--- config.mk ---
export PLATFORM = sky130hd
export DESIGN_NAME = uart_tx
export DESIGN_NICKNAME = d
export VERILOG_FILES = /design/src/source/soc_bus_pkg.sv /design/src/source/uart_tx.sv
export SDC_FILE = /design/constraint.sdc
export NUM_CORES = 1
export LEC_CHECK = 0
export BUFFER_PORTS_ARGS = -buffer_cell sky130_fd_sc_hd__buf_2
export CORE_MARGIN = 5
export CORE_UTILIZATION = 38
export CTS_BUF_LIST = sky130_fd_sc_hd__clkbuf_16
export DETAILED_ROUTE_END_ITERATION = 12
export GPL_TIMING_DRIVEN = 0
export PLACE_DENSITY = 0.89
export SETUP_SLACK_MARGIN = 0.4
export SYNTH_ARGS = -nofsm -noshare
export SYNTH_HDL_FRONTEND = slang
export SYNTH_SLANG_ARGS = --single-unit
--- constraint.sdc ---
create_clock -name clock -period 5.2 [get_ports clock]
set_clock_uncertainty 0.2 [all_clocks]
set_input_delay 1.3 -clock clock [delete_from_list [all_inputs] [get_ports clock]]
set_output_delay 1.3 -clock clock [all_outputs]
set_load 0.02 [all_outputs]
--- src/source/soc_bus_pkg.sv ---
package soc_bus_pkg;

  // bus widths shared by the masters, the arbiter and every slave
  localparam int addr_width = 32;
  localparam int data_width = 32;
  localparam int strb_width = data_width / 8;

  // tightly integrated memory, 4 KiB of words
  localparam logic [addr_width-1:0] tim_base_addr = 32'h8000_0000;
  localparam logic [addr_width-1:0] tim_mask_addr = 32'h0000_0FFF;

  // core-local interruptor, standard 64 KiB window
  localparam logic [addr_width-1:0] clint_base_addr = 32'h0200_0000;
  localparam logic [addr_width-1:0] clint_mask_addr = 32'h0000_FFFF;

  // UART transmitter, data at offset 0 and status at offset 4
  localparam logic [addr_width-1:0] uart_tx_base_addr = 32'h1000_0000;
  localparam logic [addr_width-1:0] uart_tx_mask_addr = 32'h0000_000F;

  localparam int tim_depth = 1024;  // words, must fill the tim window

  // clock dividers
  localparam int clint_tick_cycles = 4;  // clocks per mtime increment
  localparam int uart_bit_cycles = 8;  // clocks per serial bit

endpackage

--- src/source/uart_tx.sv ---
`timescale 1ns/1ps

module uart_tx (
  input  logic                                clock,
  input  logic                                reset,
  input  logic                                mem_valid,
  input  logic [soc_bus_pkg::addr_width-1:0]  mem_addr,
  input  logic [soc_bus_pkg::data_width-1:0]  mem_wdata,
  input  logic [soc_bus_pkg::strb_width-1:0]  mem_wstrb,
  output logic                                mem_ready,
  output logic [soc_bus_pkg::data_width-1:0]  mem_rdata,
  output logic                                tx
);

  logic busy;
  logic [9:0] frame;  // stop bit, data, start bit, shifted out from bit 0
  logic [3:0] bit_count;
  logic [$clog2(soc_bus_pkg::uart_bit_cycles)-1:0] cycle_count;
  logic data_write;
  logic accept;
  logic bit_done;

  assign data_write = mem_valid & (|mem_wstrb) & (mem_addr[3:2] == 2'd0);

  // a data write has to wait for the line while a frame is still going out
  assign accept = mem_valid & ~mem_ready & ~(data_write & busy);

  assign bit_done = cycle_count ==
                    ($clog2(soc_bus_pkg::uart_bit_cycles))'(soc_bus_pkg::uart_bit_cycles - 1);

  always_ff @(posedge clock) begin
    if (reset == 1'b0) begin
      busy <= 1'b0;
      frame <= '1;  // idle line is high
      bit_count <= '0;
      cycle_count <= '0;
      mem_ready <= 1'b0;
    end else begin
      mem_ready <= accept;
      if (accept & data_write) begin
        busy <= 1'b1;
        frame <= {1'b1, mem_wdata[7:0], 1'b0};
        bit_count <= '0;
        cycle_count <= '0;
      end else if (busy) begin
        if (bit_done) begin
          cycle_count <= '0;
          frame <= {1'b1, frame[9:1]};
          if (bit_count == 4'd9) begin
            busy <= 1'b0;  // stop bit finished
          end else begin
            bit_count <= bit_count + 4'd1;
          end
        end else begin
          cycle_count <= cycle_count + 1'b1;
        end
      end
    end
  end

  always_ff @(posedge clock) begin
    if (accept) begin
      if (mem_addr[3:2] == 2'd1) begin
        mem_rdata <= {31'b0, busy};  // status, bit 0 is busy
      end else begin
        mem_rdata <= '0;
      end
    end
  end

  assign tx = frame[0];

endmodule

# Word-level counts from Yosys, hierarchy flattened
# Index checks and enable logic that the tools add are counted.
[op_classes] add_sub_neg=2 n_eq_ne=3 mux=8 bitwise_logic=10 reduce_logical=7
[ops] cell="$mux 9" count=3
[ops] cell="$and 1x1->1" count=6
[ops] cell="$add 4x1->4 const B" count=1
[ops] cell="$eq 4x4->1 const B" count=1
[ops] cell="$mux 1" count=4
[ops] cell="$not 1->1" count=4
[ops] cell="$reduce_bool 2->1" count=2
[ops] cell="$reduce_or 4->1" count=1
[ops] cell="$add 3x1->3 const B" count=1
[ops] cell="$eq 3x3->1 const B" count=1
[ops] cell="$mux 3" count=1
[ops] cell="$reduce_and 3->1" count=1
[ops] cell="$eq 2x1->1 const B" count=1
[ops] cell="$logic_not 2->1" count=1
[ops] cell="$reduce_and 2->1" count=1
[ops] cell="$reduce_or 2->1" count=1
[totals] regBits=50 in_bits=71 word_cells=37

# Logic depth before layout (Yosys ltp)
[logic_depth] word_depth=9 depth_mapped=6 depth_no_buf=5

# Worst setup path before layout
# Ideal clock, no wire load.
[synth_path] path_kind="input port to flip-flop" startpoint="in mem_wstrb[1] (netlist bit)" endpoint="reg mem_rdata[0] (netlist bit), enable pin" setup_ns=0.314 arrival_ns=2.055 t_required_ns=4.686 slack_ns=2.630 cell_stages=3 path_buffers=0 cell_sequence="nor4_2 -> nor4_1 -> nor3b_1"
[synth_via] elab_chain_cells=6
[synth_rtl] item="start: declaration" line_no="uart_tx.sv:9" rtl="input logic [soc_bus_pkg::strb_width-1:0] mem_wstrb,"
[synth_rtl] item="$reduce_or 4->1" line_no="uart_tx.sv:23" rtl="assign data_write = mem_valid & (|mem_wstrb) & (mem_addr[3:2] == 2'd0);"
[synth_rtl] item="$and 1x1->1 (2 in a row)" line_no="uart_tx.sv:23"
[synth_rtl] item="$and 1x1->1" line_no="uart_tx.sv:26" rtl="assign accept = mem_valid & ~mem_ready & ~(data_write & busy);"
[synth_rtl] item="$not 1->1" line_no="uart_tx.sv:26"
[synth_rtl] item="$and 1x1->1" line_no="uart_tx.sv:26"
[synth_rtl] item="via accept" line_no="uart_tx.sv:20" rtl="logic accept;"
[synth_rtl] item="end signal: assignment" line_no="uart_tx.sv:64" rtl="mem_rdata <= {31'b0, busy};"
[synth_rtl] item="end: declaration" line_no="uart_tx.sv:11" rtl="output logic [soc_bus_pkg::data_width-1:0] mem_rdata,"
# The timed path passes the listed nets, and every way through them passes these cells.
# A chain may end at the register's enable or synchronous reset.

# Worst setup path after layout
# Same ends and word-level chain as after synthesis.

==> impl_results.md <==
- Outcome: complete, no violations
- Launching point of the worst reg2reg path: cycle_count[0]
- Setup violators final: 0
- Initial antenna violation count: 0
- Asr flop ratio synth: 0
- CP endpoint kind: register
- Vias per inst: roughly 4.2
- Largest net degree at the start of global routing: 11
- Dpl cell area: 0.00144 mm^2
- R2r setup slk: approximately 3.3 ns
- H-tree depth: 1
- Number of global-route vias before repair: approximately 820
- Pwr per Cell Area: between 200 and 250 mW/mm^2
- Achievable clock frequency: just under 400 MHz
- Crit path to: mem_rdata[0]
- Register area: around 400 um^2
- Final GP Congestion: 0.769
- FP Rows: 20
- Cell with the most instances after synthesis: buf_4
- Die Y: roughly 66 um
- Worst flop-to-flop path endpoint: frame[7]
- Post-synth EDFFs: 1
- Worst Path Arrival: between 2 and 2.5 ns
- HP Class: register to register
- Main synth FF type: dfxtp_1
- Post-synth top area share: 0.305
- Number of routed nets with antenna violations: 0
- Multi-input logic area: 633 um^2
- Post-synth top area cell: dfxtp_1
- Final HPWL DP: between 1500 and 2000 um
- Vias: ~950
- FF-to-FF path depth: 6
- Synth Area in Compound Gates: 0.115
- Max IR drop VDD: around 170 uV
- Mapped Area: ~0.0012 mm^2
- Number of hold buffers added after CTS: 0
- First-pass GRT wire length: 3540 um
- Tot GR Track Use: 0.108
- Iter 0 DRT Violations: 12
- CP Launch Type: primary input
- Xor-xnor portion of the synthesized cell area: 0
- Port Buf Inserts: 19
- WL final: about 2200 um
- Worst-Skew Late Latency: 0.25 ns
- Share of layout cells above drive strength 1: 0.317
- Crit path launch: mem_wstrb[1]
- Final cycle utilization of the critical path: 0.484
- IO Count: 105
- Pwr Total: between 0.0003 and 0.0004 W
- Routed WL per cell: about 9.7 um
- CTS root buf: clkbuf_16
- RSZ-0062 raised after global routing: no
- Total negative slack: 0 ns
- Largest family of logic cells by synthesized area: buffers and inverters
- DIE WIDTH: between 60 and 70 um
- First drt pass iteration count: 6
- MaxCap Viol Count: 0
- Final Cell Area: around 0.0015 mm^2
- Measured slew at the worst slew-check pin: between 0.4 and 0.5 ns
- Simple-gate portion of the synthesized area: 0.186
- Die area: about 0.0043 mm^2
- Yosys warns: 0
- Worst rel slew slack: 0.666
- Seq/Total Area, Yosys: 0.331
- Top cells by area, synth: dfxtp_1 31%, buf_4 20%, mux2i_1 9.3%, a211oi_1 4.4%, ha_1 4.2%
- DRC Markers: 0
- # nets final: 259
- Critical path type: primary input to register
- Hold Fails Final Rpt: 0
- Synth Area in Adders: 0.0424
- Grt ovf: 0
- Average cell area after synthesis: between 9 and 10 um^2
- Critical Path RT: a little under 5 ns
- Max-slew violation count: 0
- Synth Instances: 130
- Core area: 0.00303 mm^2
- Maximum clock insertion buffer count: 2
- Register bit total from synthesis: 19
- Clk pin slew, worst setup/hold paths: about 0.05 ns
- TritonCTS Sinks: 19
- Diodes inserted: 0
- Clock buffer count from CTS: 3
- Synth cell types: 29
- Utilization after layout: 0.503
- Initial core utilization: 0.390
- Most frequent cells after synthesis: 31 x buf_4, 18 x dfxtp_1, 11 x mux2i_1, 10 x nor2_1
- Synth-to-Final Area Change: 28.9%
- Leak Pwr: between 0.7 and 0.8 nW
- CTS resizes: 0
- Filler instances: ~270
- Multiplexer area fraction after synthesis: 0.0932
- CTS tree: done
- Post-layout min period: 2.52 ns
- CP Max Fanout: 3
- Setup bufs post-CTS: 0
## worst max-delay path: stages
cell	delay (ns)
buf_2	0.10
nor4_2	0.49
nor4_1	0.13
nor3b_1	0.23
## layout by cell type (no fill, tap or decap), types with 4 or more instances in the layout
master    count
mux2i_1      11
nor2_1       10
conb_1       31
a21oi_1       7
a211oi_1      7
and3_1        7
dfxtp_1      18
nor3b_1       4
ha_1          4
o21ai_0       4
clkbuf_1      4
buf_4        31
buf_2        19
## how the worst min path moves through the flow
stage / from / end / slack [ns] / cells past startpoint
2_1_floorplan: cycle_count[1] / cycle_count[1] / 0.24 / 2
3_3_place_gp: cycle_count[1] / cycle_count[1] / 0.26 / 2
3_5_place_dp: cycle_count[1] / cycle_count[1] / 0.27 / 2
4_1_cts: cycle_count[1] / cycle_count[1] / 0.27 / 2
5_1_grt: cycle_count[1] / cycle_count[1] / 0.31 / 2
6_report: cycle_count[1] / cycle_count[1] / 0.27 / 2
## layer usage
metal	up-vias	global-route usage	share of wire
met4	0	0.0829	0.024
met3	4	0.0239	0.081
met2	40	0.169	0.45
met5	-	0	0
li1	504	-	-
met1	405	0.126	0.44
## per-stage QoR
stage,hold WS [ns],instances,setup WS (ns)
floorplan,0.243,160,2.63
global placement,0.260,223,2.46
detailed placement,0.265,223,2.41
CTS,0.273,227,2.67
global route,0.312,227,2.61
finish,0.269,227,2.68
## state kept, by name (all words and copies together), names as in the netlist
name         count
busy             1
mem_rdata        1
mem_ready        1
bit_count        4
frame            9
cycle_count      3
## cell families after synthesis
logic type                 count (synthesis)
AOI/OAI and AO/OA                         20
other                                      1
adders and majority gates                  4
muxes                                     11
buffers and inverters                     39
DFF                                       19
and+or+nand+nor                           36
## where the power goes
| group | internal [W] | switching, W | leakage, nW |
|---|---|---|---|
| clock | 0.000102 | 0.0000519 | 0.0423 |
| combinational | 0.0000283 | 0.0000376 | 0.546 |
| sequential | 0.000151 | 0.00000260 | 0.156 |
## final cells by class
| class | count | area share |
|---|---|---|
| clock inverters | 1 | 0.00247 |
| multi-input cells | 102 | 0.416 |
| inverters | 3 | 0.00740 |
| flip-flops and latches | 19 | 0.256 |
| repair buffers | 19 | 0.0624 |
| plain buffers | 36 | 0.170 |
| clock buffers | 3 | 0.0493 |
| well taps | 44 | 0.0362 |
Power figures use the tool's default switching activity.
