$ cat src/source/soc_bus_pkg.sv
package soc_bus_pkg;

  // bus widths shared by the masters, the arbiter and every slave
  localparam int addr_width = 32;
  localparam int data_width = 32;
  localparam int strb_width = data_width / 8;

  // tightly integrated memory, 4 KiB of words
  localparam logic [addr_width-1:0] tim_base_addr = 32'h8000_0000;
  localparam logic [addr_width-1:0] tim_mask_addr = 32'h0000_0FFF;

  // core-local interruptor, standard 64 KiB window
  localparam logic [addr_width-1:0] clint_base_addr = 32'h0200_0000;
  localparam logic [addr_width-1:0] clint_mask_addr = 32'h0000_FFFF;

  // UART transmitter, data at offset 0 and status at offset 4
  localparam logic [addr_width-1:0] uart_tx_base_addr = 32'h1000_0000;
  localparam logic [addr_width-1:0] uart_tx_mask_addr = 32'h0000_000F;

  localparam int tim_depth = 1024;  // words, must fill the tim window

  // clock dividers
  localparam int clint_tick_cycles = 4;  // clocks per mtime increment
  localparam int uart_bit_cycles = 8;  // clocks per serial bit

endpackage

$ cat src/source/clint.sv
`timescale 1ns/1ps

module clint (
  input  logic                                clock,
  input  logic                                reset,
  input  logic                                mem_valid,
  input  logic [soc_bus_pkg::addr_width-1:0]  mem_addr,
  input  logic [soc_bus_pkg::data_width-1:0]  mem_wdata,
  input  logic [soc_bus_pkg::strb_width-1:0]  mem_wstrb,
  output logic                                mem_ready,
  output logic [soc_bus_pkg::data_width-1:0]  mem_rdata,
  output logic                                msip,
  output logic                                mtip
);

  logic [$clog2(soc_bus_pkg::clint_tick_cycles)-1:0] tick_count;
  logic [63:0] mtime;
  logic [63:0] mtimecmp;
  logic msip_bit;
  logic access;
  logic write;

  function automatic logic [soc_bus_pkg::data_width-1:0] merge_bytes(
    input logic [soc_bus_pkg::data_width-1:0] old_word,
    input logic [soc_bus_pkg::data_width-1:0] new_word,
    input logic [soc_bus_pkg::strb_width-1:0] strb
  );
    logic [soc_bus_pkg::data_width-1:0] result;
    result = old_word;
    for (int i = 0; i < soc_bus_pkg::strb_width; i++) begin
      if (strb[i]) result[8*i +: 8] = new_word[8*i +: 8];
    end
    return result;
  endfunction

  assign access = mem_valid & ~mem_ready;
  assign write = access & (|mem_wstrb);

  always_ff @(posedge clock) begin
    if (reset == 1'b0) begin
      tick_count <= '0;
      mtime <= '0;
    end else if (tick_count ==
                 ($clog2(soc_bus_pkg::clint_tick_cycles))'(soc_bus_pkg::clint_tick_cycles - 1)) begin
      tick_count <= '0;
      mtime <= mtime + 64'd1;
    end else begin
      tick_count <= tick_count + 1'b1;
    end
  end

  always_ff @(posedge clock) begin
    if (reset == 1'b0) begin
      mem_ready <= 1'b0;
      msip_bit <= 1'b0;
      mtimecmp <= '1;  // no timer interrupt until software programs a compare value
    end else begin
      mem_ready <= access;
      if (write) begin
        case (mem_addr[15:0])
          16'h0000: if (mem_wstrb[0]) msip_bit <= mem_wdata[0];
          16'h4000: mtimecmp[31:0] <= merge_bytes(mtimecmp[31:0], mem_wdata, mem_wstrb);
          16'h4004: mtimecmp[63:32] <= merge_bytes(mtimecmp[63:32], mem_wdata, mem_wstrb);
          default: ;  // mtime is read-only
        endcase
      end
    end
  end

  always_ff @(posedge clock) begin
    if (access) begin
      case (mem_addr[15:0])
        16'h0000: mem_rdata <= {31'b0, msip_bit};
        16'h4000: mem_rdata <= mtimecmp[31:0];
        16'h4004: mem_rdata <= mtimecmp[63:32];
        16'hBFF8: mem_rdata <= mtime[31:0];
        16'hBFFC: mem_rdata <= mtime[63:32];
        default: mem_rdata <= '0;
      endcase
    end
  end

  assign msip = msip_bit;
  assign mtip = mtime >= mtimecmp;

endmodule

$ cat config.mk
export PLATFORM = sky130hd
export DESIGN_NAME = clint
export DESIGN_NICKNAME = d
export VERILOG_FILES = /design/src/source/soc_bus_pkg.sv /design/src/source/clint.sv
export SDC_FILE = /design/constraint.sdc
export NUM_CORES = 1
export LEC_CHECK = 0
export CORE_AREA = 2 2 162 164
export CTS_BUF_LIST = sky130_fd_sc_hd__clkbuf_4 sky130_fd_sc_hd__clkbuf_8 sky130_fd_sc_hd__clkbuf_16
export CTS_CLUSTER_DIAMETER = 150
export DETAILED_ROUTE_END_ITERATION = 8
export DIE_AREA = 0 0 164 166
export DONT_BUFFER_PORTS = 1
export GPL_TIMING_DRIVEN = 1
export PLACE_DENSITY = 0.47
export SETUP_SLACK_MARGIN = 0.3
export SYNTH_ARGS = -nofsm -noshare
export SYNTH_HDL_FRONTEND = slang
export SYNTH_SLANG_ARGS = --single-unit
$ cat constraint.sdc
create_clock -name clock -period 3.1 [get_ports clock]
set_input_delay 0.62 -clock clock [delete_from_list [all_inputs] [get_ports clock]]
set_output_delay 0.62 -clock clock [all_outputs]
set_load 0.02 [all_outputs]
* Word level (Yosys, flattened, before mapping)
Cells that the tools add are included.
Word-level totals: bits in registers 164, latch bits 0, RAM bits 0, bits in read-only memories 0, input port bits 71, output and inout bits 35, logic and storage cells 38, memories kept 0
Operators by class: $add $sub $neg 2, $mul 0, divide/modulo/power cells 0, magnitude comparators 1, eq/ne operators 5, shifts and indexed selects 0, mux-type cells 1, bitwise gates (word level) 4, reduce and logical (&&, ||, !) cells 12
Operators by type and width (number):
- one-hot mux 32 bit (5 select lines) | 1
- adder 64 x 1 -> 64 bit (second input constant) | 1
- >= comparator 64 bit | 1
- == test 16 x 15 -> 1 bit (second input constant) | 2
- == test 16 bit (second input constant) | 2
- AND reduction 3 bit | 9
- logical NOT 16 bit | 1
- OR reduction 4 bit | 1
- adder 2 x 1 -> 2 bit (second input constant) | 1
- bitwise AND 1 bit | 2
- == test 2 bit (second input constant) | 1
- NOT 1 bit | 2
- OR reduction 2 bit | 1

* Logic depth before layout (Yosys ltp)
depth in word-level cells 4, gate-level depth with buffers 10, depth with buffers taken out 8

* Least setup slack after synthesis
Ideal clock, no wire load.
path kind input port to flip-flop, start input port mem_valid, end register mtimecmp[32], library setup time 0.141 ns, data arrival time 2.676 ns, required time 2.959 ns, path slack 0.282 ns, cell stages on the path 6, path buffers 2, cells stage by stage nor2b_1 > clkbuf_1 > nand2_1 > nor3_2 > clkbuf_1 > o211ai_1
Between the ends: longest elaborated chain between the ends 3
RTL lines:
- start, declared | line clint.sv:6 | input logic mem_valid,
- bitwise AND 1 bit | line clint.sv:36 | assign access = mem_valid & ~mem_ready;
- named net access | line clint.sv:20 | logic access;
- bitwise AND 1 bit | line clint.sv:37 | assign write = access & (|mem_wstrb);
- AND reduction 3 bit (no source line)
- end signal, assigned | line clint.sv:63 | 16'h4004: mtimecmp[63:32] <= merge_bytes(mtimecmp[63:32], mem_wdata, mem_wstrb);
- end, declared | line clint.sv:18 | logic [63:0] mtimecmp;
The timed path passes the listed nets, and every way through them passes these cells. A chain may end at the register's enable or synchronous reset.

* Worst setup path in the final report
start register mtimecmp[61], end output port mtip
Between the ends: longest elaborated chain between the ends 1
RTL lines:
- >= comparator 64 bit | line clint.sv:84 | assign mtip = mtime >= mtimecmp;
- end, declared | line clint.sv:13 | output logic mtip
Every way passes these cells.

==> out/results.tsv <==
metric	value	unit
synth_top_area_share	29.9	%
io_pins	106	
avgSynthCellArea	9.23	um2
core_area	25600	um2
finalWirelength	23600	um
hold_buffers	0	
ys_async_sr_fraction	0	%
power_density	439	nW/um2
detailed_place.area	9200	um2
irDropWorstVdd	372	uV
finalInstanceArea	10000	um2
maxSlewHeadroom	61.0	%
drc	0	
max_clock_freq	331	MHz
clock_skew	0.0152	ns
floorplan.initialDensity	34.5	%
final_hold_violation_count	0	
maxCapViolCount	0	
power.switching	0.937	mW
synth.yosys.seq_area_share	40.8	%
syn_area	8840	um2
ant_nets	0	
yosysWarnings	0	
htree_num_levels	4	
cts_max_path_buffers	2	
cts_made_buffers	17	
final-max-slew-violation-count	0	
synth-edff-count	32	
placement_rows	59	
cts.clk_slew.worst_paths	0.07	ns
worst-r2r-cell-count	6	
static-leakage-power	4.62	nW
final_layout_size_suffix_gt1_share	13.8	%
timing_worst_slew_pin_value	0.584	ns
detailedPlacementHpwl	16700	um
die_width	164	um
worst-r2r-setup-slack	0.59	ns
finalSetupViolations	0	
numClockSinks	164	
ctsRootBufferMaster	sky130_fd_sc_hd__clkbuf_16	
hold-path-endpoint	mtimecmp[9]$_SDFFE_PN1P_	
ys_seq_elements	164	
mappedNetlistNets	1094	
first_global_vias	6878	
fillers	2565	
design.final.nets	1091	
final_core_utilization	39.2	%
global_route.overflow_total	0	
setup.worst_path.end_class	primary output	
syn2layout_area_growth	13.7	%
outcome	completed	
r2r_start	mtime[24]$_SDFFE_PN0P_	
port_buffers	0	
worstSkewPairLatency	0.43	ns
synthTopCellsByArea	sky130_fd_sc_hd__dfxtp_1 (30%), sky130_fd_sc_hd__edfxtp_1 (11%), sky130_fd_sc_hd__ha_1 (9.3%)	
timing.rr.end	mtime[63]$_SDFFE_PN0P_	
drt_first_iter_violations	389	
detail_route.vias_per_cell	5.20	
antennaDiodeCount	0	
critical_path_required	2.48	ns
switching_share	21.3	%
min-delay-path-class	primary input to flop	
rsz0062_at_grt	yes	
crit_arrival	2.40	ns
global_route_wire_length_before_repair	38100	um
number_of_antenna_violations_at_the_first_check_in_global_routing	0	
final.min_clock_period	3.02	ns
syn_inst	957	
seq_power_share	50.5	%
place.gp.congestion	0.763	
drt_pre_antenna_iters	4	
critPathKind	flop to primary output	
type_of_origin_of_the_critical_path	flop	
synthDistinctLibCells	48	
tritoncts_clock_tree	done	
num_vias	6769	
clock_network_power_share	48.4	%
pin_count_of_the_biggest_net_entering_global_routing	133	
power.combinational.fraction	1.1	%
fp.dieH	166	um
grt.total_usage	18.0	%
dominantRegCellSynth	sky130_fd_sc_hd__dfxtp_1	
min_path_cells	1	
hold_path.startpoint	reset	
die_area	27200	um2
final.period_utilization	97.4	%
routedWlPerCell	18.2	um
synth_top_cell_by_area	sky130_fd_sc_hd__dfxtp_1	
p_int	3.47	mW
crit_path_max_fanout	4	
==> how the worst max path moves through the flow <==
stage	startpoint	endpoint	slack, ns
after CTS	mtime[0]$_SDFFE_PN0P_	mtip	0.14
after global placement	mtime[0]$_SDFFE_PN0P_	mtip	0.29
final	mtimecmp[61]$_SDFFE_PN1P_	mtip	0.08
after floorplan	mtimecmp[61]$_SDFFE_PN1P_	mtip	0.69
after detailed placement	mtimecmp[61]$_SDFFE_PN1P_	mtip	0.35
after global routing	mtimecmp[60]$_SDFFE_PN1P_	mtip	-0.02
==> Yosys cell counts, drive strengths merged, types with 27 or more instances <==
cell type	n
dfxtp	132
nand2	132
inv	74
ha	66
a22oi	64
o211ai	63
and2	55
nand4	34
edfxtp	32
clkbuf	30
xnor2	28
buf	27
==> area by class of cell <==
cell class / count / area (um2) / area share [%]
well taps: 335 / 419 / 4.17
clock inverters: 7 / 70.1 / 0.697
multi-input cells: 662 / 4860 / 48.4
inverters: 74 / 278 / 2.76
flip-flops and latches: 164 / 3630 / 36.1
repair buffers: 35 / 267 / 2.65
clock buffers: 25 / 523 / 5.21
==> sequential cells by signal, summed over array words and instances, names as in the netlist <==
register / count
mem_rdata: 32
mtimecmp: 64
mtime: 64
mem_ready: 1
tick_count: 2
msip: 1
==> metrics by stage <==
stage	total power, mW	setup TNS (ns)	worst slack, ns	hold WS [ns]	std cells
after CTS	4.48	0	0.140	0.252	1299
after global placement	2.32	0	0.290	0.414	1265
after floorplan	2.32	0	0.685	0.403	957
after global routing	4.56	-0.0193	-0.0193	0.277	1302
after detailed placement	2.32	0	0.350	0.421	1265
final	4.41	0	0.0805	0.301	1302
==> logic make-up after synthesis <==
| family | after synthesis | synth area share, % |
|---|---|---|
| simple gates | 337 | 21.7 |
| compound gates | 203 | 16.1 |
| flops | 164 | 40.8 |
| buf+inv | 131 | 6.49 |
| fa+ha+maj | 66 | 9.35 |
| xor+xnor | 52 | 5.15 |
| mux | 4 | 0.453 |
==> power groups by stage <==
stage / registers (mW) / clock network, mW / logic (mW)
2_1_floorplan: 2.27 / 0 / 0.0469
3_3_place_gp: 2.28 / 0 / 0.0452
6_report: 2.23 / 2.13 / 0.0480
3_5_place_dp: 2.28 / 0 / 0.0463
4_1_cts: 2.23 / 2.20 / 0.0506
5_1_grt: 2.23 / 2.28 / 0.0557
==> what timing repair did <==
action | in CTS | in global routing
setup endpoints to repair | 1 | 1
resized for setup | 30 | 20
setup buffers | 2 | 3
pin swaps | 11 | 7
==> worst max-delay path, cell delays in order (launching register included) <==
cell                      delay, ns
sky130_fd_sc_hd__dfxtp_2       0.33
sky130_fd_sc_hd__inv_2         0.05
sky130_fd_sc_hd__ha_4          0.25
sky130_fd_sc_hd__nand4_1       0.23
sky130_fd_sc_hd__nor4_4        0.41
sky130_fd_sc_hd__nand4_1       0.16
sky130_fd_sc_hd__a211o_1       0.31
sky130_fd_sc_hd__nand3_2       0.08
sky130_fd_sc_hd__buf_6         0.12
==> metal layers <==
| metal | up-vias | GRT usage (%) | share of wire, % |
|---|---|---|---|
| li1 | 3424 | - | - |
| met1 | 3200 | 23.7 | 48 |
| met2 | 115 | 29.1 | 47 |
| met3 | 30 | 4.02 | 3.5 |
| met4 | 0 | 5.99 | 2.1 |
| met5 | - | 0 | 0 |
==> placed cells by master (no fill, tap or decap), types with 2 or more instances in the layout <==
cell | synthesis | layout
sky130_fd_sc_hd__a2111oi_4 | 0 | 2
sky130_fd_sc_hd__a21boi_0 | 4 | 4
sky130_fd_sc_hd__a21boi_1 | 7 | 7
sky130_fd_sc_hd__a21o_1 | 17 | 17
sky130_fd_sc_hd__a21oi_1 | 21 | 20
sky130_fd_sc_hd__a22oi_1 | 64 | 64
sky130_fd_sc_hd__and2_1 | 55 | 55
sky130_fd_sc_hd__and3_1 | 16 | 16
sky130_fd_sc_hd__and4_1 | 9 | 9
sky130_fd_sc_hd__buf_4 | 6 | 34
sky130_fd_sc_hd__clkbuf_16 | 0 | 17
sky130_fd_sc_hd__clkbuf_4 | 0 | 2
sky130_fd_sc_hd__clkbuf_8 | 0 | 6
sky130_fd_sc_hd__clkinv_2 | 0 | 3
sky130_fd_sc_hd__dfxtp_1 | 132 | 113
sky130_fd_sc_hd__dfxtp_2 | 0 | 19
sky130_fd_sc_hd__edfxtp_1 | 32 | 32
sky130_fd_sc_hd__ha_1 | 66 | 57
sky130_fd_sc_hd__ha_4 | 0 | 9
sky130_fd_sc_hd__inv_1 | 74 | 69
sky130_fd_sc_hd__inv_2 | 0 | 5
sky130_fd_sc_hd__mux2i_1 | 4 | 4
sky130_fd_sc_hd__nand2_1 | 132 | 132
sky130_fd_sc_hd__nand3_1 | 20 | 19
sky130_fd_sc_hd__nand4_1 | 30 | 30
sky130_fd_sc_hd__nand4_2 | 3 | 3
sky130_fd_sc_hd__nor2_1 | 7 | 7
sky130_fd_sc_hd__nor2b_1 | 5 | 3
sky130_fd_sc_hd__nor3_1 | 11 | 11
sky130_fd_sc_hd__nor3_2 | 11 | 11
sky130_fd_sc_hd__nor4_1 | 11 | 10
sky130_fd_sc_hd__nor4_4 | 4 | 5
sky130_fd_sc_hd__o211ai_1 | 63 | 63
sky130_fd_sc_hd__o21ai_0 | 20 | 17
sky130_fd_sc_hd__o21ai_1 | 0 | 3
sky130_fd_sc_hd__or3_1 | 11 | 11
sky130_fd_sc_hd__xnor2_1 | 28 | 28
sky130_fd_sc_hd__xor2_1 | 24 | 24
No activity file was read; power rests on OpenSTA's default activity.
