File: config.mk
export PLATFORM = sky130hd
export DESIGN_NAME = bus_decoder
export DESIGN_NICKNAME = d
export VERILOG_FILES = /design/src/source/soc_bus_pkg.sv /design/src/source/bus_decoder.sv
export SDC_FILE = /design/constraint.sdc
export NUM_CORES = 1
export LEC_CHECK = 0
export ABC_AREA = 0
export BUFFER_PORTS_ARGS = -buffer_cell sky130_fd_sc_hd__buf_2
export CORE_AREA = 5 5 158 160
export CTS_CLUSTER_DIAMETER = 100
export DETAILED_ROUTE_END_ITERATION = 8
export DIE_AREA = 0 0 163 165
export GPL_TIMING_DRIVEN = 0
export PLACE_DENSITY_LB_ADDON = 0.15
export SYNTH_ARGS = -nofsm -noshare
export SYNTH_HDL_FRONTEND = slang
export SYNTH_SLANG_ARGS = --single-unit
File: constraint.sdc
create_clock -name clock -period 3.9 [get_ports clock]
set_clock_uncertainty 0.15 [all_clocks]
set_input_delay 0.78 -clock clock [delete_from_list [all_inputs] [get_ports clock]]
set_output_delay 0.78 -clock clock [all_outputs]
set_load 0.05 [all_outputs]
File: src/source/soc_bus_pkg.sv
package soc_bus_pkg;

  // bus widths shared by the masters, the arbiter and every slave
  localparam int addr_width = 32;
  localparam int data_width = 32;
  localparam int strb_width = data_width / 8;

  // tightly integrated memory, 4 KiB of words
  localparam logic [addr_width-1:0] tim_base_addr = 32'h8000_0000;
  localparam logic [addr_width-1:0] tim_mask_addr = 32'h0000_0FFF;

  // core-local interruptor, standard 64 KiB window
  localparam logic [addr_width-1:0] clint_base_addr = 32'h0200_0000;
  localparam logic [addr_width-1:0] clint_mask_addr = 32'h0000_FFFF;

  // UART transmitter, data at offset 0 and status at offset 4
  localparam logic [addr_width-1:0] uart_tx_base_addr = 32'h1000_0000;
  localparam logic [addr_width-1:0] uart_tx_mask_addr = 32'h0000_000F;

  localparam int tim_depth = 1024;  // words, must fill the tim window

  // clock dividers
  localparam int clint_tick_cycles = 4;  // clocks per mtime increment
  localparam int uart_bit_cycles = 8;  // clocks per serial bit

endpackage

File: src/source/bus_decoder.sv
`timescale 1ns/1ps

module bus_decoder (
  input  logic                                clock,
  input  logic                                reset,
  input  logic                                bus_valid,
  input  logic [soc_bus_pkg::addr_width-1:0]  bus_addr,
  input  logic [soc_bus_pkg::data_width-1:0]  bus_wdata,
  input  logic [soc_bus_pkg::strb_width-1:0]  bus_wstrb,
  output logic                                bus_ready,
  output logic [soc_bus_pkg::data_width-1:0]  bus_rdata,
  output logic                                bus_error,
  output logic                                tim_valid,
  output logic [soc_bus_pkg::addr_width-1:0]  tim_addr,
  output logic [soc_bus_pkg::data_width-1:0]  tim_wdata,
  output logic [soc_bus_pkg::strb_width-1:0]  tim_wstrb,
  input  logic                                tim_ready,
  input  logic [soc_bus_pkg::data_width-1:0]  tim_rdata,
  output logic                                clint_valid,
  output logic [soc_bus_pkg::addr_width-1:0]  clint_addr,
  output logic [soc_bus_pkg::data_width-1:0]  clint_wdata,
  output logic [soc_bus_pkg::strb_width-1:0]  clint_wstrb,
  input  logic                                clint_ready,
  input  logic [soc_bus_pkg::data_width-1:0]  clint_rdata,
  output logic                                uart_valid,
  output logic [soc_bus_pkg::addr_width-1:0]  uart_addr,
  output logic [soc_bus_pkg::data_width-1:0]  uart_wdata,
  output logic [soc_bus_pkg::strb_width-1:0]  uart_wstrb,
  input  logic                                uart_ready,
  input  logic [soc_bus_pkg::data_width-1:0]  uart_rdata
);

  logic tim_hit;
  logic clint_hit;
  logic uart_hit;
  logic error_valid;
  logic error_ready;  // the error responder's one-cycle answer
  logic [soc_bus_pkg::addr_width-1:0] base_addr;
  logic [soc_bus_pkg::addr_width-1:0] local_addr;

  // a region matches when the address without its mask bits equals the base
  assign tim_hit = (bus_addr & ~soc_bus_pkg::tim_mask_addr) == soc_bus_pkg::tim_base_addr;
  assign clint_hit = (bus_addr & ~soc_bus_pkg::clint_mask_addr) == soc_bus_pkg::clint_base_addr;
  assign uart_hit = (bus_addr & ~soc_bus_pkg::uart_tx_mask_addr) ==
                    soc_bus_pkg::uart_tx_base_addr;

  always_comb begin
    base_addr = '0;
    if (tim_hit) base_addr = soc_bus_pkg::tim_base_addr;
    if (clint_hit) base_addr = soc_bus_pkg::clint_base_addr;
    if (uart_hit) base_addr = soc_bus_pkg::uart_tx_base_addr;
  end

  assign local_addr = bus_addr - base_addr;

  assign tim_valid = bus_valid & tim_hit;
  assign clint_valid = bus_valid & clint_hit;
  assign uart_valid = bus_valid & uart_hit;
  assign error_valid = bus_valid & ~(tim_hit | clint_hit | uart_hit);

  assign tim_addr = local_addr;
  assign clint_addr = local_addr;
  assign uart_addr = local_addr;
  assign tim_wdata = bus_wdata;
  assign clint_wdata = bus_wdata;
  assign uart_wdata = bus_wdata;
  assign tim_wstrb = bus_wstrb;
  assign clint_wstrb = bus_wstrb;
  assign uart_wstrb = bus_wstrb;

  always_ff @(posedge clock) begin
    if (reset == 1'b0) begin
      error_ready <= 1'b0;
    end else begin
      error_ready <= error_valid & ~error_ready;  // pulse once per request
    end
  end

  always_comb begin
    bus_rdata = '0;  // the error responder returns zero data
    if (tim_ready) bus_rdata = tim_rdata;
    if (clint_ready) bus_rdata = clint_rdata;
    if (uart_ready) bus_rdata = uart_rdata;
  end

  assign bus_ready = tim_ready | clint_ready | uart_ready | error_ready;
  assign bus_error = error_ready;

endmodule

**Word-level counts from Yosys, hierarchy flattened**

Index checks and enable logic that the tools add are counted.

- Add/sub/neg operators: 1
- $mul: 0
- Divide/modulo/power cells: 0
- $lt $le $gt $ge: 0
- Eq/ne operators: 3
- Shifts and indexed selects: 0
- Muxes and demuxes: 6
- Bitwise logic cells: 12
- Reduce and logical (&&, ||, !) cells: 0

Operator list:

| operator | count |
|---|---|
| $mux W32 | 6 |
| $sub A32 B32 Y32 | 1 |
| $eq A28 B25 Y1 const B | 1 |
| $eq A20 B20 Y1 const B | 1 |
| $eq A16 B10 Y1 const B | 1 |
| $and A1 B1 Y1 | 5 |
| $or A1 B1 Y1 | 5 |
| $not A1 Y1 | 2 |

- Bits in registers: 1
- Bits in latches: 0
- Bits in writable memories: 0
- Memory bits (read-only): 0
- Output and inout port bits: 241
- Memories: 0

**Longest topological paths before layout**

Gate-level depths: netlist of run 1.

- Depth after elaboration: 6
- Mapped depth: 10
- Mapped depth without buffers: 9

**Least setup slack after synthesis of run 1**

OpenSTA, ideal clock, no wires.

- Path type: input -> output
- Start: in bus_addr[13] in the netlist's numbering
- End: out tim_addr[31] in the netlist's numbering
- Arrival: 3678 ps
- Data required time: 2970 ps
- Setup slack: -708 ps
- Stages: 9
- Cell sequence: nor4_2 -> nand4_2 -> nor4_2 -> inv_1 -> ha_1 -> a2111oi_2 -> xnor2_1 -> xnor2_1 -> buf_4

- Longest elaborated chain between the ends: 5

RTL lines:

| item | RTL line | source |
|---|---|---|
| start: declaration | bus_decoder.sv:7 | `input logic [soc_bus_pkg::addr_width-1:0] bus_addr,` |
| $eq A20 B20 Y1 | bus_decoder.sv:42 | `assign tim_hit = (bus_addr & ~soc_bus_pkg::tim_mask_addr) == soc_bus_pkg::tim_base_addr;` |
| $mux W32 | bus_decoder.sv:49 | `if (tim_hit) base_addr = soc_bus_pkg::tim_base_addr;` |
| $mux W32 | bus_decoder.sv:50 | `if (clint_hit) base_addr = soc_bus_pkg::clint_base_addr;` |
| $mux W32 | bus_decoder.sv:51 | `if (uart_hit) base_addr = soc_bus_pkg::uart_tx_base_addr;` |
| $sub A32 B32 Y32 (*) | bus_decoder.sv:54 | `assign local_addr = bus_addr - base_addr;` |
| end: declaration | bus_decoder.sv:14 | `output logic [soc_bus_pkg::addr_width-1:0] tim_addr,` |

Mark *: on every way between the ends. The rest lies on a longest branch, timed or not.

**Worst setup path after layout of run 1**

- Start: in bus_addr[16] in the netlist's numbering
- End: out tim_addr[30] in the netlist's numbering

- Longest elaborated chain between the ends: 4

RTL lines:

| item | RTL line | source |
|---|---|---|
| $eq A16 B10 Y1 | bus_decoder.sv:43 | `assign clint_hit = (bus_addr & ~soc_bus_pkg::clint_mask_addr) == soc_bus_pkg::clint_base_addr;` |
| $mux W32 | bus_decoder.sv:50 |  |
| $mux W32 | bus_decoder.sv:51 |  |
| $sub A32 B32 Y32 (*) | bus_decoder.sv:54 |  |

Marked as above.

==> run metrics, run 1 <==
Via density 3.22; DRC viols 0; Yosys warning count 0; Initial Util 10.5%; Synth cell types 30; Mapped Area 2430 um^2; Lkg Pwr 0.00289 uW; Placement Cell Area 4730 um^2; ant diodes 0; top area cells in the synthesized netlist buf_4 (61%), a22oi_1 (9.3%), o21ai_1 (5.8%), nand2_1 (5.4%), clkbuf_1 (1.9%); Hold Crit Class reg2reg; worst-margin pin slew 734 ps; RSZ-0062 raised after global routing yes; Mean Syn Cell Area 6.86 um^2; CP Capture Type output port; setup slack, reg-to-reg 3000 ps; most frequent cell after synthesis buf_4; Worst-Skew Late Latency 0 ps; PD cells 203 nW/um^2; sequential share of the synthesized area 0.823%; Slew Limit Fails 0; DP Wirelength 12.5 mm; routed wire length 13.9 mm; post-synth top area cell buf_4; Hold Fails Final Rpt 0; 1st-iter DRT viols 103; drt wl/cell 13.2 um; CP Data Arrival Time 3040 ps; Worst VDD drop 89.9 uV; fin area 5080 um^2; num rows 56; area delta synth->final 109%; Post-synth EDFFs 0; CTS clk-pin slew, worst paths 0 ps; Die Wd 163 um; Routed Antenna Nets 0; final worst path period share 102%; Max FO, Critical Path 4; Fmax 252 MHz; Tmin final 3970 ps; cells after synthesis 355; Setup CP Type in2out; ys flop type dfxtp_1; die area 26,900 um^2; number of global-route vias before repair 3,247; Die Ht 165 um; IO Pins 411; Seq cells post-synth 1; largest net degree at the start of global routing 11; Core ar. 23,300 um^2; initial antenna violation count 0; outcome complete, but fails checks; synthesized net count 528; Overall Global Routing Usage 8.52%; area share of the largest cell type after synthesis 60.8%; GRT overflow 0; Util after Layout 21.9%; CP Data Required Time 2970 ps; drt first pass iters 4; Setup-failing EPs final 4; Max Cap Violations 0; Synth async-reset ratio 0%; share of cells above drive strength 1 82.0%; Setup WS post-layout -68.5 ps; Rel. slew slack 51.1%; Placer Congestion 0.708; first-pass GRT wire length 18.2 mm; port bufs 368; failing checks negative setup slack; Layout Nets 909; vias 3,388; top cells by count, synth buf_4 (197), nand2_1 (35), a22oi_1 (30), o21ai_1 (28), clkbuf_1 (12); max reg flops 1; CP startpoint kind input port
## power breakdown
part | switching (uW) | internal (uW) | leakage (uW)
sequential | 0.942 | 11.0 | 0.00000830
clock | 0 | 0 | 0
combinational | 697 | 325 | 0.00288
## critical path: stages
cell	delay, ps
buf_8	110
nor4_4	340
nand2_2	160
nor4_4	330
inv_2	80
ha_4	240
buf_6	120
buf_6	110
a211oi_4	260
xor2_2	250
buf_6	140
buf_8	130
## metal layers
layer | global-route usage [%] | part of all wire, % | up-vias
li1 | - | - | 1739
met1 | 9.25 | 34 | 1422
met2 | 17.2 | 54 | 223
met3 | 2.32 | 11 | 4
met4 | 0.267 | 0.33 | 0
met5 | 0 | 0 | -
## path summary, 6_finish.rpt
path | start | end | cells past startpoint
worst min register to register | bus_error$_SDFF_PN0_ | bus_error$_SDFF_PN0_ | 2
worst max register to register | bus_error$_SDFF_PN0_ | bus_error$_SDFF_PN0_ | 2
worst max-delay path | bus_addr[16] | tim_addr[30] | 12
worst min-delay path | bus_error$_SDFF_PN0_ | bus_error$_SDFF_PN0_ | 2
## repair_timing
| item | 4_1_cts | 5_1_grt |
|---|---|---|
| pin swaps | 9 | 13 |
| endpoints found under the hold margin | 0 | 0 |
| hold buffers | 0 | 0 |
| buffers inserted | 6 | 5 |
| gates resized for setup | 41 | 23 |
| setup endpoints to repair | 12 | 12 |
## cell usage in the layout, fill, tap and decap left out, types with 3 or more instances in the layout
| master | netlist | routed |
|---|---|---|
| buf_8 | 0 | 5 |
| buf_2 | 1 | 354 |
| o21ai_1 | 28 | 28 |
| o21ai_0 | 4 | 4 |
| a22oi_1 | 30 | 30 |
| and2_1 | 3 | 3 |
| clkbuf_1 | 12 | 12 |
| nor4_4 | 2 | 6 |
| nand2_1 | 35 | 35 |
| nor2_1 | 5 | 4 |
| inv_1 | 6 | 5 |
| buf_4 | 197 | 202 |
| buf_6 | 0 | 13 |
## stage by stage
step	worst slack (ps)	setup TNS, ps	cells	hold slack (ps)	power (uW)
floorplan	-204	-1210	355	719	765
global placement	-694	-5270	1042	495	1010
detailed placement	-738	-5940	1042	500	1010
CTS	-203	-1430	1048	502	1040
global route	-180	-873	1053	543	1080
finish	-68.5	-172	1053	486	1030
## layout make-up
type | instances | area [um^2]
timing repair buffer | 379 | 2050
tap | 319 | 399
fill | 2660 | 18200
inverter | 6 | 22.5
multi-input combinational | 137 | 1050
buffer | 211 | 1550
sequential | 1 | 20.0
## cells by family (layout without fill, tap and decap cells)
family	Yosys count	after routing	synth area share [%]
XOR/XNOR	6	6	2.16
adder cells (fa/ha/maj)	3	3	1.54
buffers and inverters	217	596	63.9
AND/OR/NAND/NOR	61	61	14.2
flip-flops	1	1	0.823
AO/OA/AOI/OAI	67	67	17.4
Power figures use the tool's default switching activity.
==> run 2: changes to the inputs <==
--- a/config.mk
+++ b/config.mk
@@ -16,3 +16,4 @@
 export SYNTH_ARGS = -nofsm -noshare
 export SYNTH_HDL_FRONTEND = slang
 export SYNTH_SLANG_ARGS = --single-unit
+export TNS_END_PERCENT = 20
==> run metrics, run 2 (synthesis gave the netlist of run 1 again) <==
Critical Path Max Stage Delay 380 ps; initial antenna violation count 1; Setup WS post-layout -25.7 ps; Hold Fails Final Rpt 0; port bufs 368; most common cell after layout, fill and taps aside buf_2; Fmax 255 MHz; Slew Limit Fails 0; Placer Congestion 0.705; most frequent CP cell nor4_4; Initial Util 10.5%; Max Cap Violations 0; max reg flops 1; final worst path period share 101%; CP Data Arrival Time 3000 ps; outcome complete, but fails checks; fin area 4980 um^2; Routed Antenna Nets 0; post-route insts no fill 1,051; Core ar. 23,300 um^2; CP Capture Type output port; die area 26,900 um^2; Tmin final 3930 ps; share of cells above drive strength 1 81.7%; routed wire length 14.8 mm; vias 3,370; IO Pins 411; number of global-route vias before repair 3,366; Setup-failing EPs final 2; Worst VDD drop 83.8 uV; PD cells 206 nW/um^2; Max FO, Critical Path 4; DRC viols 0; CTS clk-pin slew, worst paths 0 ps; GRT overflow 0; Die Ht 165 um; failing checks negative setup slack; Layout Nets 906; Util after Layout 21.4%; Overall Global Routing Usage 9.27%; placed instance count 1,042; worst-margin pin slew 822 ps; CP delay by family, top simple AND/OR/NAND/NOR gates; CTS hold repair buffers 0; Setup CP Type in2out; Worst-Skew Late Latency 0 ps; CP bufs+invs 4; Via density 3.21; Die Wd 163 um; Worst path slowest cell nor4_4; CP cell instances buf_4 -> nor4_4 -> nand3_2 -> nor4_4 -> inv_2 -> ha_4 -> a2111oi_4 -> xnor2_2 -> xnor2_4 -> buf_6 -> buf_8; DP Wirelength 13.1 mm; num rows 56; Placement Cell Area 4720 um^2; 1st-iter DRT viols 84; CP startpoint kind input port; most frequent cells in the layout buf_2 (355), buf_4 (206), nand2_1 (35); drt first pass iters 4; RSZ-0062 raised after global routing yes; Hold Crit Class reg2reg; area delta synth->final 105%; Lkg Pwr 0.00286 uW; CP Data Required Time 2970 ps; drt wl/cell 14.1 um; largest net degree at the start of global routing 11; first-pass GRT wire length 19.6 mm; Rel. slew slack 45.2%
[run 2: final timing paths]
path                                      startpoint                   end  slack (ps)  cells after the start
worst max-delay path                    bus_addr[10]          tim_addr[31]         -30                     11
worst min-delay path            bus_error$_SDFF_PN0_  bus_error$_SDFF_PN0_         480                      2
worst max register to register  bus_error$_SDFF_PN0_  bus_error$_SDFF_PN0_        2980                      2
worst min register to register  bus_error$_SDFF_PN0_  bus_error$_SDFF_PN0_         480                      2
[run 2: metal layers]
layer	wire (um)	GRT usage [%]	part of all wire, %
met2	7850	18.2	53
met3	1650	2.37	11
met4	87	0.534	0.59
met5	0	0	0
met1	5190	10.5	35
[run 2: final cells by class]
cell class                      instances  area, um^2
Buffer                                211        1550
Sequential cell                         1        20.0
Timing Repair Buffer                  376        1980
Tap cell                              319         399
Multi-Input combinational cell        137        1010
Antenna cell                            1        2.50
Inverter                                6        22.5
Fill cell                            2689       18300
[run 2: tightest hold or removal path: cells and delay by family (launching register included)]
kind | cells | cell delay, ps
flops | 1 | 390
simple gates | 2 | 180
[run 2: where the power goes]
part,internal [uW],switching (uW)
logic,317,699
clock network,0.0000343,0
registers,11.0,0.860
[run 2: repair_timing]
action | 4_1_cts | 5_1_grt
hold endpoints to repair | 0 | 0
setup endpoints to repair | 12 | 11
pin swaps | 8 | 12
gates resized for setup | 30 | 17
setup buffers | 4 | 4
[run 2: stage by stage]
stage                     total power [uW]  worst slack (ps)  setup TNS [ps]  hold slack, ps
final                                 1030             -25.7           -41.6             479
after global routing                  1080              -181           -1130             552
after CTS                             1030              -183            -693             521
after detailed placement              1010              -773           -6070             516
after global placement                1020              -756           -5890             527
after floorplan                        764              -204           -1370             719
==> run 3: changes to the inputs <==
--- a/config.mk
+++ b/config.mk
@@ -11,7 +11,6 @@
 export CTS_CLUSTER_DIAMETER = 100
 export DETAILED_ROUTE_END_ITERATION = 8
 export DIE_AREA = 0 0 163 165
-export GPL_TIMING_DRIVEN = 0
 export PLACE_DENSITY_LB_ADDON = 0.15
 export SYNTH_ARGS = -nofsm -noshare
 export SYNTH_HDL_FRONTEND = slang
==> run metrics, run 3 (synthesis gave the netlist of run 1 again) <==
outcome completed; vias 2,389; port bufs 250; met2 Resource Use GR 12.5%; Lkg Pwr 0.00157 uW; final worst path period share 98.4%; max reg flops 1; DRC viols 0; RSZ-0062 raised after global routing yes; Core ar. 23,300 um^2; ant diodes 0; Tmin final 3840 ps; Place WS -322 ps; 1st-iter DRT viols 64; Max Cap Violations 0; number of global-route vias before repair 2,533; Rel. slew slack 69.7%; CP Capture Type output port; area delta synth->final 25.3%; Worst VDD drop 72.0 uV; Slew Limit Fails 0; CP Data Arrival Time 2910 ps; Initial Util 10.5%; CTS clk-pin slew, worst paths 0 ps; Max FO, Critical Path 3; most common cell after layout, fill and taps aside buf_2; Hold Fails Final Rpt 0; CP startpoint kind input port; Die Ht 165 um; PD cells 192 nW/um^2; Setup CP Type in2out; first-pass GRT wire length 13.8 mm; die area 26,900 um^2; global routing usage on met1 6.83%; GRT overflow 0; routed wire length 9.79 mm; drt wl/cell 13.1 um; Reg2Reg Depth 2; drt first pass iters 4; grt peak-use layer met2; most frequent cells in the layout buf_2 (241), buf_4 (38), nand2_1 (35); Worst Hold Path Cells 2; Hold Crit Class reg2reg; share of cells above drive strength 1 71.9%; initial antenna violation count 1; Fmax 261 MHz; Worst-Skew Late Latency 0 ps; worst-margin pin slew 451 ps; Setup-failing EPs final 0; Setup WS post-layout 63.3 ps; Tot Pwr 585 uW; CTS hold repair buffers 0; Routed Antenna Nets 0; Via density 3.19; num rows 56; Layout Nets 606; DP Wirelength 8.54 mm; Die Wd 163 um; largest net degree at the start of global routing 66; Placer Congestion 0.714; Overall Global Routing Usage 6.35%; met3 Use GR 1.82%; CP Data Required Time 2970 ps; IO Pins 411
run 3: path summary, 6_finish.rpt:
path | startpoint | slack (ps) | endpoint
worst max-delay path | bus_addr[24] | 60 | clint_addr[31]
worst min-delay path | bus_error$_SDFF_PN0_ | 500 | bus_error$_SDFF_PN0_
worst max register to register | bus_error$_SDFF_PN0_ | 2990 | bus_error$_SDFF_PN0_
worst min register to register | bus_error$_SDFF_PN0_ | 500 | bus_error$_SDFF_PN0_
run 3: timing repair:
action / in CTS / in global routing
cloned: 0 / 0
setup endpoints to repair: 9 / 9
pin swaps: 3 / 2
buffers inserted: 2 / 0
resized for setup: 22 / 12
run 3: worst max-delay path, stage by stage:
cell	delay (ps)
buf_2	120
nor4_1	310
nand4_1	150
nor2_2	130
ha_1	180
ha_2	210
nand2b_4	70
a2111oi_4	390
xnor2_2	200
xnor2_4	170
buf_6	190
run 3: area by class of cell:
type | count | area [um^2]
fillers | 2744 | 20200
inverters | 6 | 22.5
multi-input cells | 137 | 1010
flip-flops and latches | 1 | 20.0
well taps | 319 | 399
repair buffers | 287 | 1600
run 3: where the power goes:
part / internal (uW) / switching (uW)
combinational: 162 / 410
clock: 0 / 0
sequential: 11.0 / 1.02
total: 173 / 411
run 3: per-stage QoR:
stage          setup TNS (ps)  utilization [%]  cells  hold WS, ps  cell area, um^2
6_report                    0             13.1    750          498             3050
5_1_grt                  -555             13.1    750          603             3050
4_1_cts                 -39.9             12.9    750          540             3010
3_5_place_dp            -2030             12.4    748          540             2880
3_3_place_gp            -2270             12.4    748          525             2880
2_1_floorplan           -1370                -    355          719             2470
run 3: routing by layer:
metal | routed length [um] | vias up
met1 | 3430 | 1042
met5 | 0 | -
li1 | - | 1132
met4 | 121 | 0
met2 | 5160 | 193
met3 | 1080 | 22
